### src/hw/bomb_pkg.sv
// shared constants for the bomb game board
// puzzle select codes, one-hot button codes and memory puzzle sizes
// modules reference these through bomb_pkg:: scoped names
package bomb_pkg;

    // puzzle select codes on mod_sel
    localparam logic [2:0] MOD_MOD  = 3'b000;   // module overview, no puzzle active
    localparam logic [2:0] MOD_MAZE = 3'b001;   // maze puzzle
    localparam logic [2:0] MOD_WIRE = 3'b010;   // wire puzzle
    localparam logic [2:0] MOD_MEM  = 3'b011;   // memory puzzle active

    // one-hot button codes, valid only together with strobe
    localparam logic [5:0] BTN_SELECT = 6'b000001;
    localparam logic [5:0] BTN_UP     = 6'b000010;
    localparam logic [5:0] BTN_RIGHT  = 6'b000100;
    localparam logic [5:0] BTN_DOWN   = 6'b001000;
    localparam logic [5:0] BTN_LEFT   = 6'b010000;
    localparam logic [5:0] BTN_BACK   = 6'b100000;
    localparam logic [5:0] BTN_NONE   = 6'b000000;

    // memory puzzle dimensions
    // digits and labels are 2-bit values 0..3 standing for 1..4
    localparam int NUM_STAGES = 5;              // stages per puzzle
    localparam int NUM_POS    = 4;              // button positions and label values

endpackage

### src/hw/mem_cursor.sv
// cursor over the four memory puzzle buttons
// LEFT and RIGHT move it with wrap while the memory puzzle is selected
`timescale 1ns/1ps

module mem_cursor (
    input  logic       clk,
    input  logic       nrst,
    input  logic       new_puzzle,      // back to position 0
    input  logic       strobe,          // button valid
    input  logic [5:0] button,
    input  logic [2:0] mod_sel,
    output logic [1:0] mem_pos          // currently selected position
);
    logic active;                       // press belongs to this puzzle
    logic move_right;
    logic move_left;

    assign active     = strobe && (mod_sel == bomb_pkg::MOD_MEM);
    assign move_right = active && (button == bomb_pkg::BTN_RIGHT);
    assign move_left  = active && (button == bomb_pkg::BTN_LEFT);

    always_ff @(posedge clk) begin
        if (!nrst) begin
            mem_pos <= 2'd0;
        end else if (new_puzzle) begin
            mem_pos <= 2'd0;
        end else if (move_right) begin
            mem_pos <= mem_pos + 2'd1;  // 3 wraps to 0
        end else if (move_left) begin
            mem_pos <= mem_pos - 2'd1;  // 0 wraps to 3
        end
    end

endmodule

### src/hw/mem_game.sv
// memory puzzle subsystem of the game board
// ties generator, cursor, detector and strike tracker together
// and picks the current stage's digit and labels for the display
`timescale 1ns/1ps

module mem_game #(
    parameter logic [15:0] LFSR_SEED   = 16'hace1,
    parameter int          MAX_STRIKES = 3
) (
    input  logic       clk,
    input  logic       nrst,
    input  logic [2:0] mod_sel,
    input  logic       new_puzzle,
    input  logic       strobe,
    input  logic [5:0] button,
    output logic [2:0] stage,
    output logic [1:0] show_digit,                      // digit of the current stage
    output logic [bomb_pkg::NUM_POS-1:0][1:0] show_labels,  // labels of the current stage
    output logic [1:0] mem_pos,
    output logic [1:0] strikes,
    output logic       mem_error,
    output logic       mem_clear,
    output logic       solved,
    output logic       lost
);
    logic [bomb_pkg::NUM_STAGES-1:0][1:0] display_num;
    logic [bomb_pkg::NUM_POS-1:0][bomb_pkg::NUM_STAGES-1:0][1:0] label_num;

    mem_puzzle_gen #(
        .LFSR_SEED (LFSR_SEED)
    ) u_mem_puzzle_gen (
        .clk         (clk),
        .nrst        (nrst),
        .new_puzzle  (new_puzzle),
        .display_num (display_num),
        .label_num   (label_num)
    );

    mem_cursor u_mem_cursor (
        .clk        (clk),
        .nrst       (nrst),
        .new_puzzle (new_puzzle),
        .strobe     (strobe),
        .button     (button),
        .mod_sel    (mod_sel),
        .mem_pos    (mem_pos)
    );

    mem_select_detector u_mem_select_detector (
        .clk         (clk),
        .nrst        (nrst),
        .mod_sel     (mod_sel),
        .new_puzzle  (new_puzzle),
        .strobe      (strobe),
        .button      (button),
        .display_num (display_num),
        .label_num   (label_num),
        .mem_pos     (mem_pos),
        .mem_error   (mem_error),
        .mem_clear   (mem_clear),
        .stage       (stage)
    );

    mem_strike_tracker #(
        .MAX_STRIKES (MAX_STRIKES)
    ) u_mem_strike_tracker (
        .clk        (clk),
        .nrst       (nrst),
        .new_puzzle (new_puzzle),
        .mem_error  (mem_error),
        .mem_clear  (mem_clear),
        .strikes    (strikes),
        .solved     (solved),
        .lost       (lost)
    );

    // display mux, stage stays within 0..4
    always_comb begin
        show_digit = display_num[stage];
        for (int p = 0; p < bomb_pkg::NUM_POS; p++) begin
            show_labels[p] = label_num[p][stage];   // label at position p
        end
    end

endmodule

### src/hw/mem_puzzle_gen.sv
// deals the memory puzzle from a free-running 16-bit LFSR
// new_puzzle registers five display digits and five label permutations
// reset loads the deal that the seed itself produces
`timescale 1ns/1ps

module mem_puzzle_gen #(
    parameter logic [15:0] LFSR_SEED = 16'hace1    // must be nonzero
) (
    input  logic clk,
    input  logic nrst,
    input  logic new_puzzle,                        // redeal strobe
    output logic [bomb_pkg::NUM_STAGES-1:0][1:0] display_num,
    output logic [bomb_pkg::NUM_POS-1:0][bomb_pkg::NUM_STAGES-1:0][1:0] label_num
);
    logic [15:0] lfsr;                              // steps every cycle
    logic        feedback;
    logic [15:0] deal_src;                          // state the deal is taken from
    logic [34:0] deal_bits;                         // 10 digit bits + 5 x 5 index bits
    logic [bomb_pkg::NUM_STAGES-1:0][1:0] nxt_display;
    logic [bomb_pkg::NUM_POS-1:0][bomb_pkg::NUM_STAGES-1:0][1:0] nxt_label;

    // widen one state into enough bits for a whole deal
    function automatic logic [34:0] spread(input logic [15:0] s);
        logic [15:0] a;
        logic [15:0] b;
        a = s ^ {s[7:0], s[15:8]};                  // byte swap mix
        b = s ^ {s[4:0], s[15:5]} ^ 16'h5a3c;       // rotate and whiten
        return {b[2:0], a, s};
    endfunction

    // k-th order of 1..4 in lexicographic sequence
    // position 0 sits in the top two bits
    function automatic logic [7:0] perm_order(input logic [4:0] k);
        case (k)
            5'd0:    perm_order = 8'b00_01_10_11;   // 1 2 3 4
            5'd1:    perm_order = 8'b00_01_11_10;   // 1 2 4 3
            5'd2:    perm_order = 8'b00_10_01_11;
            5'd3:    perm_order = 8'b00_10_11_01;
            5'd4:    perm_order = 8'b00_11_01_10;
            5'd5:    perm_order = 8'b00_11_10_01;
            5'd6:    perm_order = 8'b01_00_10_11;   // 2 1 3 4
            5'd7:    perm_order = 8'b01_00_11_10;
            5'd8:    perm_order = 8'b01_10_00_11;
            5'd9:    perm_order = 8'b01_10_11_00;
            5'd10:   perm_order = 8'b01_11_00_10;
            5'd11:   perm_order = 8'b01_11_10_00;
            5'd12:   perm_order = 8'b10_00_01_11;   // 3 1 2 4
            5'd13:   perm_order = 8'b10_00_11_01;
            5'd14:   perm_order = 8'b10_01_00_11;
            5'd15:   perm_order = 8'b10_01_11_00;
            5'd16:   perm_order = 8'b10_11_00_01;
            5'd17:   perm_order = 8'b10_11_01_00;
            5'd18:   perm_order = 8'b11_00_01_10;   // 4 1 2 3
            5'd19:   perm_order = 8'b11_00_10_01;
            5'd20:   perm_order = 8'b11_01_00_10;
            5'd21:   perm_order = 8'b11_01_10_00;
            5'd22:   perm_order = 8'b11_10_00_01;
            default: perm_order = 8'b11_10_01_00;   // 4 3 2 1
        endcase
    endfunction

    assign feedback = lfsr[15] ^ lfsr[13] ^ lfsr[12] ^ lfsr[10];   // x^16+x^14+x^13+x^11+1

    always_ff @(posedge clk) begin
        if (!nrst) begin
            lfsr <= LFSR_SEED;
        end else begin
            lfsr <= {lfsr[14:0], feedback};
        end
    end

    assign deal_src  = nrst ? lfsr : LFSR_SEED;     // reset deals straight from the seed
    assign deal_bits = spread(deal_src);

    always_comb begin
        logic [4:0] slice;
        logic [4:0] idx;
        logic [7:0] order;
        for (int s = 0; s < bomb_pkg::NUM_STAGES; s++) begin
            nxt_display[s] = deal_bits[2*s +: 2];
            slice = deal_bits[10 + 5*s +: 5];
            idx   = (slice >= 5'd24) ? slice - 5'd24 : slice;     // modulo 24
            order = perm_order(idx);
            for (int p = 0; p < bomb_pkg::NUM_POS; p++) begin
                nxt_label[p][s] = order[2*(bomb_pkg::NUM_POS-1-p) +: 2];
            end
        end
    end

    // puzzle registers, loaded on reset and on each redeal
    always_ff @(posedge clk) begin
        if (!nrst || new_puzzle) begin
            display_num <= nxt_display;
            label_num   <= nxt_label;
        end
    end

endmodule

### src/hw/mem_select_detector.sv
// judges SELECT presses of the memory puzzle
// works out the correct position of every stage from the digits and labels
// and steps the stage, or pulses mem_clear at the last stage, or pulses mem_error
`timescale 1ns/1ps

module mem_select_detector (
    input  logic       clk,
    input  logic       nrst,
    input  logic [2:0] mod_sel,
    input  logic       new_puzzle,      // restarts at stage 0
    input  logic       strobe,
    input  logic [5:0] button,
    input  logic [bomb_pkg::NUM_STAGES-1:0][1:0] display_num,  // digit per stage
    input  logic [bomb_pkg::NUM_POS-1:0][bomb_pkg::NUM_STAGES-1:0][1:0] label_num,
    input  logic [1:0] mem_pos,         // cursor position
    output logic       mem_error,       // wrong press, same cycle as strobe
    output logic       mem_clear,       // last stage solved, same cycle as strobe
    output logic [2:0] stage
);
    logic [2:0] nxt_stage;
    logic [bomb_pkg::NUM_STAGES-1:0][1:0] right_pos;  // correct position per stage
    logic [bomb_pkg::NUM_STAGES-2:0][1:0] right_lab;  // label at that position in stages 0..3
    logic       select_press;

    // position that carries label val in stage stg
    function automatic logic [1:0] pos_of_label(
        input logic [bomb_pkg::NUM_POS-1:0][bomb_pkg::NUM_STAGES-1:0][1:0] lab,
        input int unsigned stg,
        input logic [1:0] val
    );
        logic [1:0] pos;
        pos = 2'd0;
        for (int i = 0; i < bomb_pkg::NUM_POS; i++) begin
            if (lab[i][stg] == val) begin
                pos = 2'(i);
            end
        end
        return pos;
    endfunction

    always_ff @(posedge clk) begin
        if (!nrst) begin
            stage <= 3'd0;
        end else begin
            stage <= nxt_stage;
        end
    end

    // rule table where each stage may lean on the stages before it
    always_comb begin
        right_pos = '0;
        right_lab = '0;

        case (display_num[0])
            2'd0, 2'd1: right_pos[0] = 2'd1;                // second position
            2'd2:       right_pos[0] = 2'd2;                // third position
            default:    right_pos[0] = 2'd3;                // fourth position
        endcase
        right_lab[0] = label_num[right_pos[0]][0];

        case (display_num[1])
            2'd0:    right_pos[1] = pos_of_label(label_num, 1, 2'd3);  // label 4
            2'd2:    right_pos[1] = 2'd0;                   // first position
            default: right_pos[1] = right_pos[0];           // same spot as stage 0
        endcase
        right_lab[1] = label_num[right_pos[1]][1];

        case (display_num[2])
            2'd0:    right_pos[2] = pos_of_label(label_num, 2, right_lab[1]);
            2'd1:    right_pos[2] = pos_of_label(label_num, 2, right_lab[0]);
            2'd2:    right_pos[2] = 2'd2;                   // third position
            default: right_pos[2] = pos_of_label(label_num, 2, 2'd3);  // label 4
        endcase
        right_lab[2] = label_num[right_pos[2]][2];

        case (display_num[3])
            2'd0:    right_pos[3] = right_pos[0];           // same spot as stage 0
            2'd1:    right_pos[3] = 2'd0;                   // first position
            default: right_pos[3] = right_pos[1];           // same spot as stage 1
        endcase
        right_lab[3] = label_num[right_pos[3]][3];

        // last stage repeats an earlier label
        case (display_num[4])
            2'd0:    right_pos[4] = pos_of_label(label_num, 4, right_lab[0]);
            2'd1:    right_pos[4] = pos_of_label(label_num, 4, right_lab[1]);
            2'd2:    right_pos[4] = pos_of_label(label_num, 4, right_lab[3]);
            default: right_pos[4] = pos_of_label(label_num, 4, right_lab[2]);
        endcase
    end

    assign select_press = strobe && (mod_sel == bomb_pkg::MOD_MEM)
                          && (button == bomb_pkg::BTN_SELECT);

    // redeal wins over a press in the same cycle
    always_comb begin
        mem_error = 1'b0;
        mem_clear = 1'b0;
        nxt_stage = stage;
        if (new_puzzle) begin
            nxt_stage = 3'd0;
        end else if (select_press) begin
            if (mem_pos == right_pos[stage]) begin
                if (stage == 3'(bomb_pkg::NUM_STAGES - 1)) begin
                    mem_clear = 1'b1;                       // stage holds at 4
                end else begin
                    nxt_stage = stage + 3'd1;
                end
            end else begin
                mem_error = 1'b1;                           // stage unchanged
            end
        end
    end

endmodule

### src/hw/mem_strike_tracker.sv
// strike counter of the memory puzzle
// counts errors up to MAX_STRIKES, latches solved and lost, freezes after either
`timescale 1ns/1ps

module mem_strike_tracker #(
    parameter int MAX_STRIKES = 3           // fits the 2-bit counter
) (
    input  logic       clk,
    input  logic       nrst,
    input  logic       new_puzzle,          // clears count and flags
    input  logic       mem_error,
    input  logic       mem_clear,
    output logic [1:0] strikes,
    output logic       solved,
    output logic       lost
);
    localparam logic [1:0] LAST_SAFE = 2'(MAX_STRIKES - 1);   // one more error loses

    logic done;                             // game over either way

    assign done = solved || lost;

    always_ff @(posedge clk) begin
        if (!nrst) begin
            strikes <= 2'd0;
            solved  <= 1'b0;
            lost    <= 1'b0;
        end else if (new_puzzle) begin
            strikes <= 2'd0;
            solved  <= 1'b0;
            lost    <= 1'b0;
        end else if (!done) begin
            if (mem_clear) begin
                solved <= 1'b1;
            end else if (mem_error) begin
                strikes <= strikes + 2'd1;
                if (strikes == LAST_SAFE) begin
                    lost <= 1'b1;           // rises with the final strike
                end
            end
        end
    end

endmodule

### config.mk
export PLATFORM = sky130hd
export DESIGN_NAME = mem_game
export DESIGN_NICKNAME = d
export VERILOG_FILES = /design/src/hw/bomb_pkg.sv /design/src/hw/mem_cursor.sv /design/src/hw/mem_game.sv /design/src/hw/mem_puzzle_gen.sv /design/src/hw/mem_select_detector.sv /design/src/hw/mem_strike_tracker.sv
export SDC_FILE = /design/constraint.sdc
export NUM_CORES = 1
export LEC_CHECK = 0
export ABC_AREA = 1
export BUFFER_PORTS_ARGS = -buffer_cell sky130_fd_sc_hd__buf_2
export CAP_MARGIN = 10
export CORE_ASPECT_RATIO = 1.5
export CORE_MARGIN = 10
export CORE_UTILIZATION = 56
export CTS_CLUSTER_DIAMETER = 40
export DETAILED_ROUTE_END_ITERATION = 8
export PLACE_DENSITY = 0.74
export SYNTH_ARGS = -nofsm -noshare
export SYNTH_HDL_FRONTEND = slang
export SYNTH_SLANG_ARGS = --single-unit
### constraint.sdc
create_clock -name clk -period 4.2 [get_ports clk]
set_input_delay 0.42 -clock clk [delete_from_list [all_inputs] [get_ports clk]]
set_output_delay 0.42 -clock clk [all_outputs]
set_load 0.01 [all_outputs]
Word level (Yosys, flattened, before mapping)
Memories as Yosys holds them, arrays and structs flattened. A register that Yosys moved wholly into a read port is not among the register bits.
Index checks and enable logic that the tools add are counted.
{"block": "totals", "register_bits": 35, "memories": 5, "mem_bits_ro": 1280, "in_bits": 13, "elab_cells": 167}
{"block": "classes", "muxes": 64, "addsub": 9, "bitwise_logic": 10, "magnitude_cmp": 10, "n_reduce_logical": 19, "n_eq_ne": 39}
{"memory": "(name not given)", "depth": 32, "width": 8, "rd": 1, "rd_ports_with_merged_regs": 1, "write_ports": 0, "line_no": "mem_puzzle_gen.sv:34", "text": "case (k)"}
{"memory": "(name not given)", "depth": 32, "width": 8, "rd": 1, "rd_ports_with_merged_regs": 1, "write_ports": 0, "line_no": "mem_puzzle_gen.sv:34"}
{"memory": "(name not given)", "depth": 32, "width": 8, "rd": 1, "rd_ports_with_merged_regs": 1, "write_ports": 0, "line_no": "mem_puzzle_gen.sv:34"}
{"memory": "(name not given)", "depth": 32, "width": 8, "rd": 1, "rd_ports_with_merged_regs": 1, "write_ports": 0, "line_no": "mem_puzzle_gen.sv:34"}
{"memory": "(name not given)", "depth": 32, "width": 8, "rd": 1, "rd_ports_with_merged_regs": 1, "write_ports": 0, "line_no": "mem_puzzle_gen.sv:34"}
{"operator": "binary-select mux 10 bit (select 2 bit)", "count": 4}
{"operator": "2-to-1 mux 2 bit", "count": 25}
{"operator": "equality test 2 bit", "count": 19}
{"operator": "binary-select mux 2 bit (select 3 bit)", "count": 6}
{"operator": ">= comparator 5 bit, second input constant", "count": 5}
{"operator": "2-to-1 mux 5 bit", "count": 5}
{"operator": "subtractor 5 bit, second input constant", "count": 5}
{"operator": "equality test 2 bit, second input constant", "count": 11}
{"operator": "2-to-1 mux 16 bit", "count": 1}
{"operator": "XOR 16 bit", "count": 1}
{"operator": "2-to-1 mux 1 bit", "count": 15}
{"operator": "less-than comparator 2 x 3 -> 1 bit, second input constant", "count": 4}
{"operator": "one-hot mux 2 bit (2 select lines)", "count": 3}
{"operator": "one-hot mux 2 bit (3 select lines)", "count": 2}
{"operator": "zero test 2 bit", "count": 5}
{"operator": "equality test 2 x 1 -> 1 bit, second input constant", "count": 4}
{"operator": "2-to-1 mux 8 bit", "count": 1}
{"operator": "equality test 6 x 1 -> 1 bit, second input constant", "count": 1}
{"operator": "equality test 6 x 3 -> 1 bit, second input constant", "count": 1}
{"operator": "equality test 6 x 5 -> 1 bit, second input constant", "count": 1}
{"operator": "2-to-1 mux 6 bit", "count": 1}
{"operator": "AND reduction 3 bit", "count": 2}
{"operator": "inverter 1 bit", "count": 5}
{"operator": "adder 2 x 1 -> 2 bit, second input constant", "count": 2}
{"operator": "15 further kinds", "count": 22}

Depth between registers and ports, before layout
{"block": "logic_depth", "ltp_word": 27, "ltp_mapped": 31, "ltp_nobuf": 31}

Cells and area by module
A second synthesis with hierarchy kept.
{"block": "hier_totals", "hier_cells": 976, "area_unflattened_um2": 6746.5}
{"mod": "mem_puzzle_gen", "cells_per_inst": 517, "area_each_um2": 4217.8, "n_inst": 1}
{"mod": "mem_select_detector", "cells_per_inst": 292, "area_each_um2": 1672.9, "n_inst": 1}
{"mod": "mem_game", "cells_per_inst": 105, "area_each_um2": 442.9, "n_inst": 1}
{"mod": "mem_strike_tracker", "cells_per_inst": 28, "area_each_um2": 214.0, "n_inst": 1}
{"mod": "mem_cursor", "cells_per_inst": 34, "area_each_um2": 198.9, "n_inst": 1}

Least setup slack after synthesis
OpenSTA, ideal clock, no wires.
{"block": "synth_timing", "path_type": "in2reg", "start": "input nrst", "end": "register, netlist name u_mem_puzzle_gen.label_num[33]", "slack_ns": 0.893, "path_stages": 14, "t_arrival_ns": 3.038, "required_ns": 3.931, "path_cell_list": "buf_2 inv_2 nor2_1 inv_1 o21ai_0 inv_1 ha_1 nand3_1 nand3_1 nand2_1 clkbuf_1 inv_1 o31ai_1 a21oi_1"}
{"block": "synth_via", "elab_chain_cells": 4, "word_cells_on_any_way": 7}
{"item": "from (decl)", "line_no": "mem_game.sv:11", "text": "input logic nrst,"}
{"item": "2-to-1 mux 16 bit", "line_no": "mem_puzzle_gen.sv:72", "text": "assign deal_src = nrst ? lfsr : LFSR_SEED;"}
{"item": "XOR 16 bit", "line_no": "mem_puzzle_gen.sv:26", "text": "a = s ^ {s[7:0], s[15:8]};"}
{"item": "subtractor 5 bit or >= comparator 5 bit (tied branches)", "line_no": "mem_puzzle_gen.sv:82", "text": "idx = (slice >= 5'd24) ? slice - 5'd24 : slice;"}
{"item": "2-to-1 mux 5 bit", "line_no": "mem_puzzle_gen.sv:82"}
Parallel ways exist; a longest one is shown, timed or not.
A chain may end at the register's enable or synchronous reset.

Final worst setup path
{"block": "layout_timing", "start": "register u_mem_puzzle_gen.display_num[2] in the netlist's numbering", "end": "output mem_clear"}
{"block": "layout_via", "elab_chain_cells": 22, "word_cells_on_any_way": 42}
{"item": "from (decl)", "line_no": "mem_puzzle_gen.sv:12", "text": "output logic [bomb_pkg::NUM_STAGES-1:0][1:0] display_num,"}
{"item": "from (signal assigned)", "line_no": "mem_puzzle_gen.sv:93", "text": "display_num <= nxt_display;"}
{"item": "equality test 2 bit or zero test 2 bit (tied branches)", "line_no": "mem_select_detector.sv:61", "text": "case (display_num[1])"}
{"item": "one-hot mux 2 bit (2 select lines) (*)", "line_no": "mem_select_detector.sv:61"}
{"item": "binary-select mux 10 bit (select 2 bit)", "line_no": "mem_select_detector.sv:66", "text": "right_lab[1] = label_num[right_pos[1]][1];"}
{"item": "2-to-1 mux 4 bit (implied by the code)", "line_no": "mem_select_detector.sv:66"}
{"item": "equality test 2 bit", "line_no": "mem_select_detector.sv:34", "text": "if (lab[i][stg] == val) begin"}
{"item": "2-to-1 mux 1 bit", "line_no": "mem_select_detector.sv:34"}
{"item": "2-to-1 mux 2 bit (2 in series)", "line_no": "mem_select_detector.sv:34"}
{"item": "one-hot mux 2 bit (3 select lines)", "line_no": "mem_select_detector.sv:68", "text": "case (display_num[2])"}
{"item": "(+4 left out)"}
{"item": "2-to-1 mux 2 bit (2 in series)", "line_no": "mem_select_detector.sv:34"}
{"item": "one-hot mux 2 bit (3 select lines)", "line_no": "mem_select_detector.sv:84", "text": "case (display_num[4])"}
{"item": "binary-select mux 2 bit (select 3 bit) (*)", "line_no": "mem_select_detector.sv:103", "text": "if (mem_pos == right_pos[stage]) begin"}
{"item": "2-to-1 mux 2 bit (implied by the code) (*)", "line_no": "mem_select_detector.sv:103"}
{"item": "equality test 2 bit (*)", "line_no": "mem_select_detector.sv:103"}
{"item": "2-to-1 mux 1 bit (*)", "line_no": "mem_select_detector.sv:103"}
{"item": "2-to-1 mux 1 bit (*)", "line_no": "mem_select_detector.sv:102", "text": "end else if (select_press) begin"}
{"item": "2-to-1 mux 1 bit (*)", "line_no": "mem_select_detector.sv:100", "text": "if (new_puzzle) begin"}
{"item": "to (decl)", "line_no": "mem_game.sv:22", "text": "output logic mem_clear,"}
Mark *: on every way between the ends. The rest lies on a longest branch, timed or not. The select of a mux whose other input is x is not followed.

==> flow_summary.json <==
{
  "via_count": 5930,
  "syn_area_mm2": 0.00628,
  "port_buffers": 33,
  "synthMuxAreaShare": 0,
  "crit_type": "flip-flop to output pin",
  "slew_headroom": 0.327,
  "yosys-top-cells-count": "nand2_1, inv_1, o21ai_0",
  "slew_violations": 0,
  "p_leak_nw": 3.37,
  "nNetsFinal": 974,
  "yosys.cell_count.top_type": "nand2_1",
  "synth_cell_types": 46,
  "yosys.area_share.adder": 0.0995,
  "finalSetupViolCount": 0,
  "grt_setup_unrepaired": "no",
  "die-height_um": 150,
  "drive_above_1_share": 0.134,
  "synth_top_family_by_area": "simple AND/OR/NAND/NOR gates",
  "min_path_cells": 2,
  "drt_first_pass_iters": 5,
  "cp_data_arrival_time_ps": 3400,
  "h-tree-depth": 3,
  "die-area_mm2": 0.0159,
  "yosysWarnings": 0,
  "numClockSinks": 75,
  "max_stage_delay_ps": 460,
  "crit_top_cell": "nand2_1",
  "synth-compound-area-share": 0.172,
  "min_period_ps": 3820,
  "grt_max_degree": 53,
  "cp_slowest_cell": "edfxtp_1",
  "synthSimpleGateAreaFrac": 0.295,
  "synth_top_area_share": 0.239,
  "root_buffer": "clkbuf_16",
  "placed_cells": 1041,
  "cts_setup_buffers": 0,
  "drc": 0,
  "core_area_mm2": 0.0110,
  "worst_pin_slew_ps": 1010,
  "yosysSeqAreaShare": 0.319,
  "grt_use_total": 0.211,
  "worstSetupStartpointType": "flip-flop",
  "cpLargestDelayFamily": "simple AND/OR/NAND/NOR gates",
  "hold_viol": 0,
  "numCtsBuffers": 9,
  "rows": 47,
  "start_util": 0.572,
  "viasPerCell": 5.58,
  "ctsResizeCount": 0,
  "diodes": 0,
  "synth_nets": 938,
  "routed_wl_um": 17000,
  "cts_max_path_buffers": 2,
  "synthCells": 875,
  "synth_area_leaders": "edfxtp_1, nand2_1, ha_1",
  "tritoncts": "built",
  "hold_path.class": "input pin to flip-flop",
  "power.total_mw": 2.71,
  "reg2reg_depth": 25,
  "maxCapViolations": 0,
  "ys_ff_latch": 75,
  "power.density_mw_per_mm2": 391,
  "fin_setup_tns_ps": 0,
  "ys.flop_type": "edfxtp_1",
  "synth_edf_count": 50,
  "placed_area_mm2": 0.00659,
  "stdcell_count": 1063,
  "cp.buffers_inverters": 2,
  "dp_hpwl_um": 13600,
  "worstPathRequired_ps": 3780,
  "hold_buffers": 0,
  "antenna_found_initial": 0,
  "crit_chain": "nor2_2 > nand2_4 > nand2_4 > nand2_1 > nand3_2 > nand2_4 > nand2_1 > nand2_2 > nand2_4 > nand2_4 > o21ai_4 > nand3_2 > nand3_1 > nand2_1 > nand2_1 > nand3_1 > nand2_1 > nand2_1 > nand2_1 > nand2_2 > inv_2 > nand2_4 > nor3_1 > buf_2",
  "die_x_um": 106,
  "crit_fanout": 8,
  "path_clk_slew_ps": 60,
  "route.antenna.remaining_nets": 0,
  "fmax_mhz": 262,
  "finalClockSkew_ps": 10.8,
  "synth-xor-area-share": 0.0279,
  "status": "completed",
  "end_kind": "output pin",
  "async_reset_ff_frac": 0,
  "final_area_mm2": 0.00694,
  "period_share": 0.910,
  "insertion_delay_ps": 330,
  "routabilityCongestion": 0.962,
  "cp_num_cells": 24,
  "avgSynthCellArea_um2": 7.18,
  "yosys.area.top_type": "edfxtp_1",
  "area_delta_synth_final_pct": 10.4,
  "ios": 34,
  "irDropWorstVdd_v": 0.000203,
  "drt_iter0_markers": 351,
  "grt_pass1_vias": 5472,
  "overflow": 0,
  "grt_pass1_wl_um": 26900,
  "wl_per_cell_um": 16.0
}
-- layer usage --
metal	global-route usage	wire, µm	share of wire
met1	0.234	6950	0.41
met2	0.365	8280	0.49
met3	0.0375	890	0.052
met4	0.132	900	0.053
met5	0	0	0
-- path summary, 6_finish.rpt --
check,startpoint,end,slack (ps)
max,u_mem_puzzle_gen.display_num[2]$_DFFE_PP_,mem_clear,380
max reg2reg,u_mem_puzzle_gen.display_num[2]$_DFFE_PP_,u_mem_select_detector.stage[1]$_SDFFE_PP0P_,1070
min reg2reg,u_mem_puzzle_gen.lfsr[3]$_SDFF_PN0_,u_mem_puzzle_gen.lfsr[4]$_SDFF_PN0_,460
min,nrst,u_mem_puzzle_gen.lfsr[5]$_SDFF_PN1_,420
-- power by group --
group	internal (mW)	switching, mW
sequential	0.895	0.0779
combinational	0.334	0.650
clock	0.444	0.309
-- through the flow --
stage	setup slack, ps	hold WS (ps)	util
after CTS	286	407	0.627
after global placement	705	448	0.600
after global routing	2.05	426	0.631
after detailed placement	665	451	0.600
after floorplan	893	419	-
final	379	417	0.631
-- worst reg2reg max path, stage by stage (launching register included) --
cell and delay, ps:
edfxtp_1 460, nor2_2 220, nand2_4 110, nand2_4 110, nand2_1 70, nand3_2 130, nand2_4 90, nand2_1 80
nand2_2 70, nand2_4 90, nand2_4 50, o21ai_4 300, nand3_2 160, nand3_1 110, nand2_1 60, nand2_1 70
nand3_1 110, nand2_1 110, nand2_1 60, nand2_1 70, nand2_2 60, inv_2 100, nand3_4 100, nand2_1 80
nand2_1 60, nor2_1 120
-- placed cells by master, fill, tap and decap left out, drive strengths merged, types with 11 or more instances in the layout --
cell    netlist  routed
a21oi        56      56
nand3        84      84
xor2         19      19
edfxtp       50      50
inv         123     125
clkbuf       15      11
nor2         80      80
buf           3      43
nand2       211     211
ha           50      50
dfxtp        25      25
o21ai        99      99
-- flip-flops by register name, indices dropped and copies added (netlist names) --
register / flops
u_mem_cursor.mem_pos: 2
u_mem_puzzle_gen.display_num: 10
u_mem_puzzle_gen.label_num: 40
u_mem_puzzle_gen.lfsr: 16
u_mem_select_detector.stage: 3
u_mem_strike_tracker.lost: 1
u_mem_strike_tracker.solved: 1
u_mem_strike_tracker.strikes: 2
-- area by class of cell --
type                            instances  area (µm²)
Fill cell                            1045        4060
Clock inverter                          5        43.8
Timing Repair Buffer                   43         240
Inverter                              126         475
Sequential cell                        75        2000
Multi-Input combinational cell        656        3740
Clock buffer                           11         254
Tap cell                              147         184
-- kinds of logic after synthesis --
family	after synthesis
xor gates and xnor gates	20
adders and majority gates	50
AOI/OAI and AO/OA	191
and+or+nand+nor	395
buffers and inverters	144
DFF	75
(Power assumes the default switching activity.)
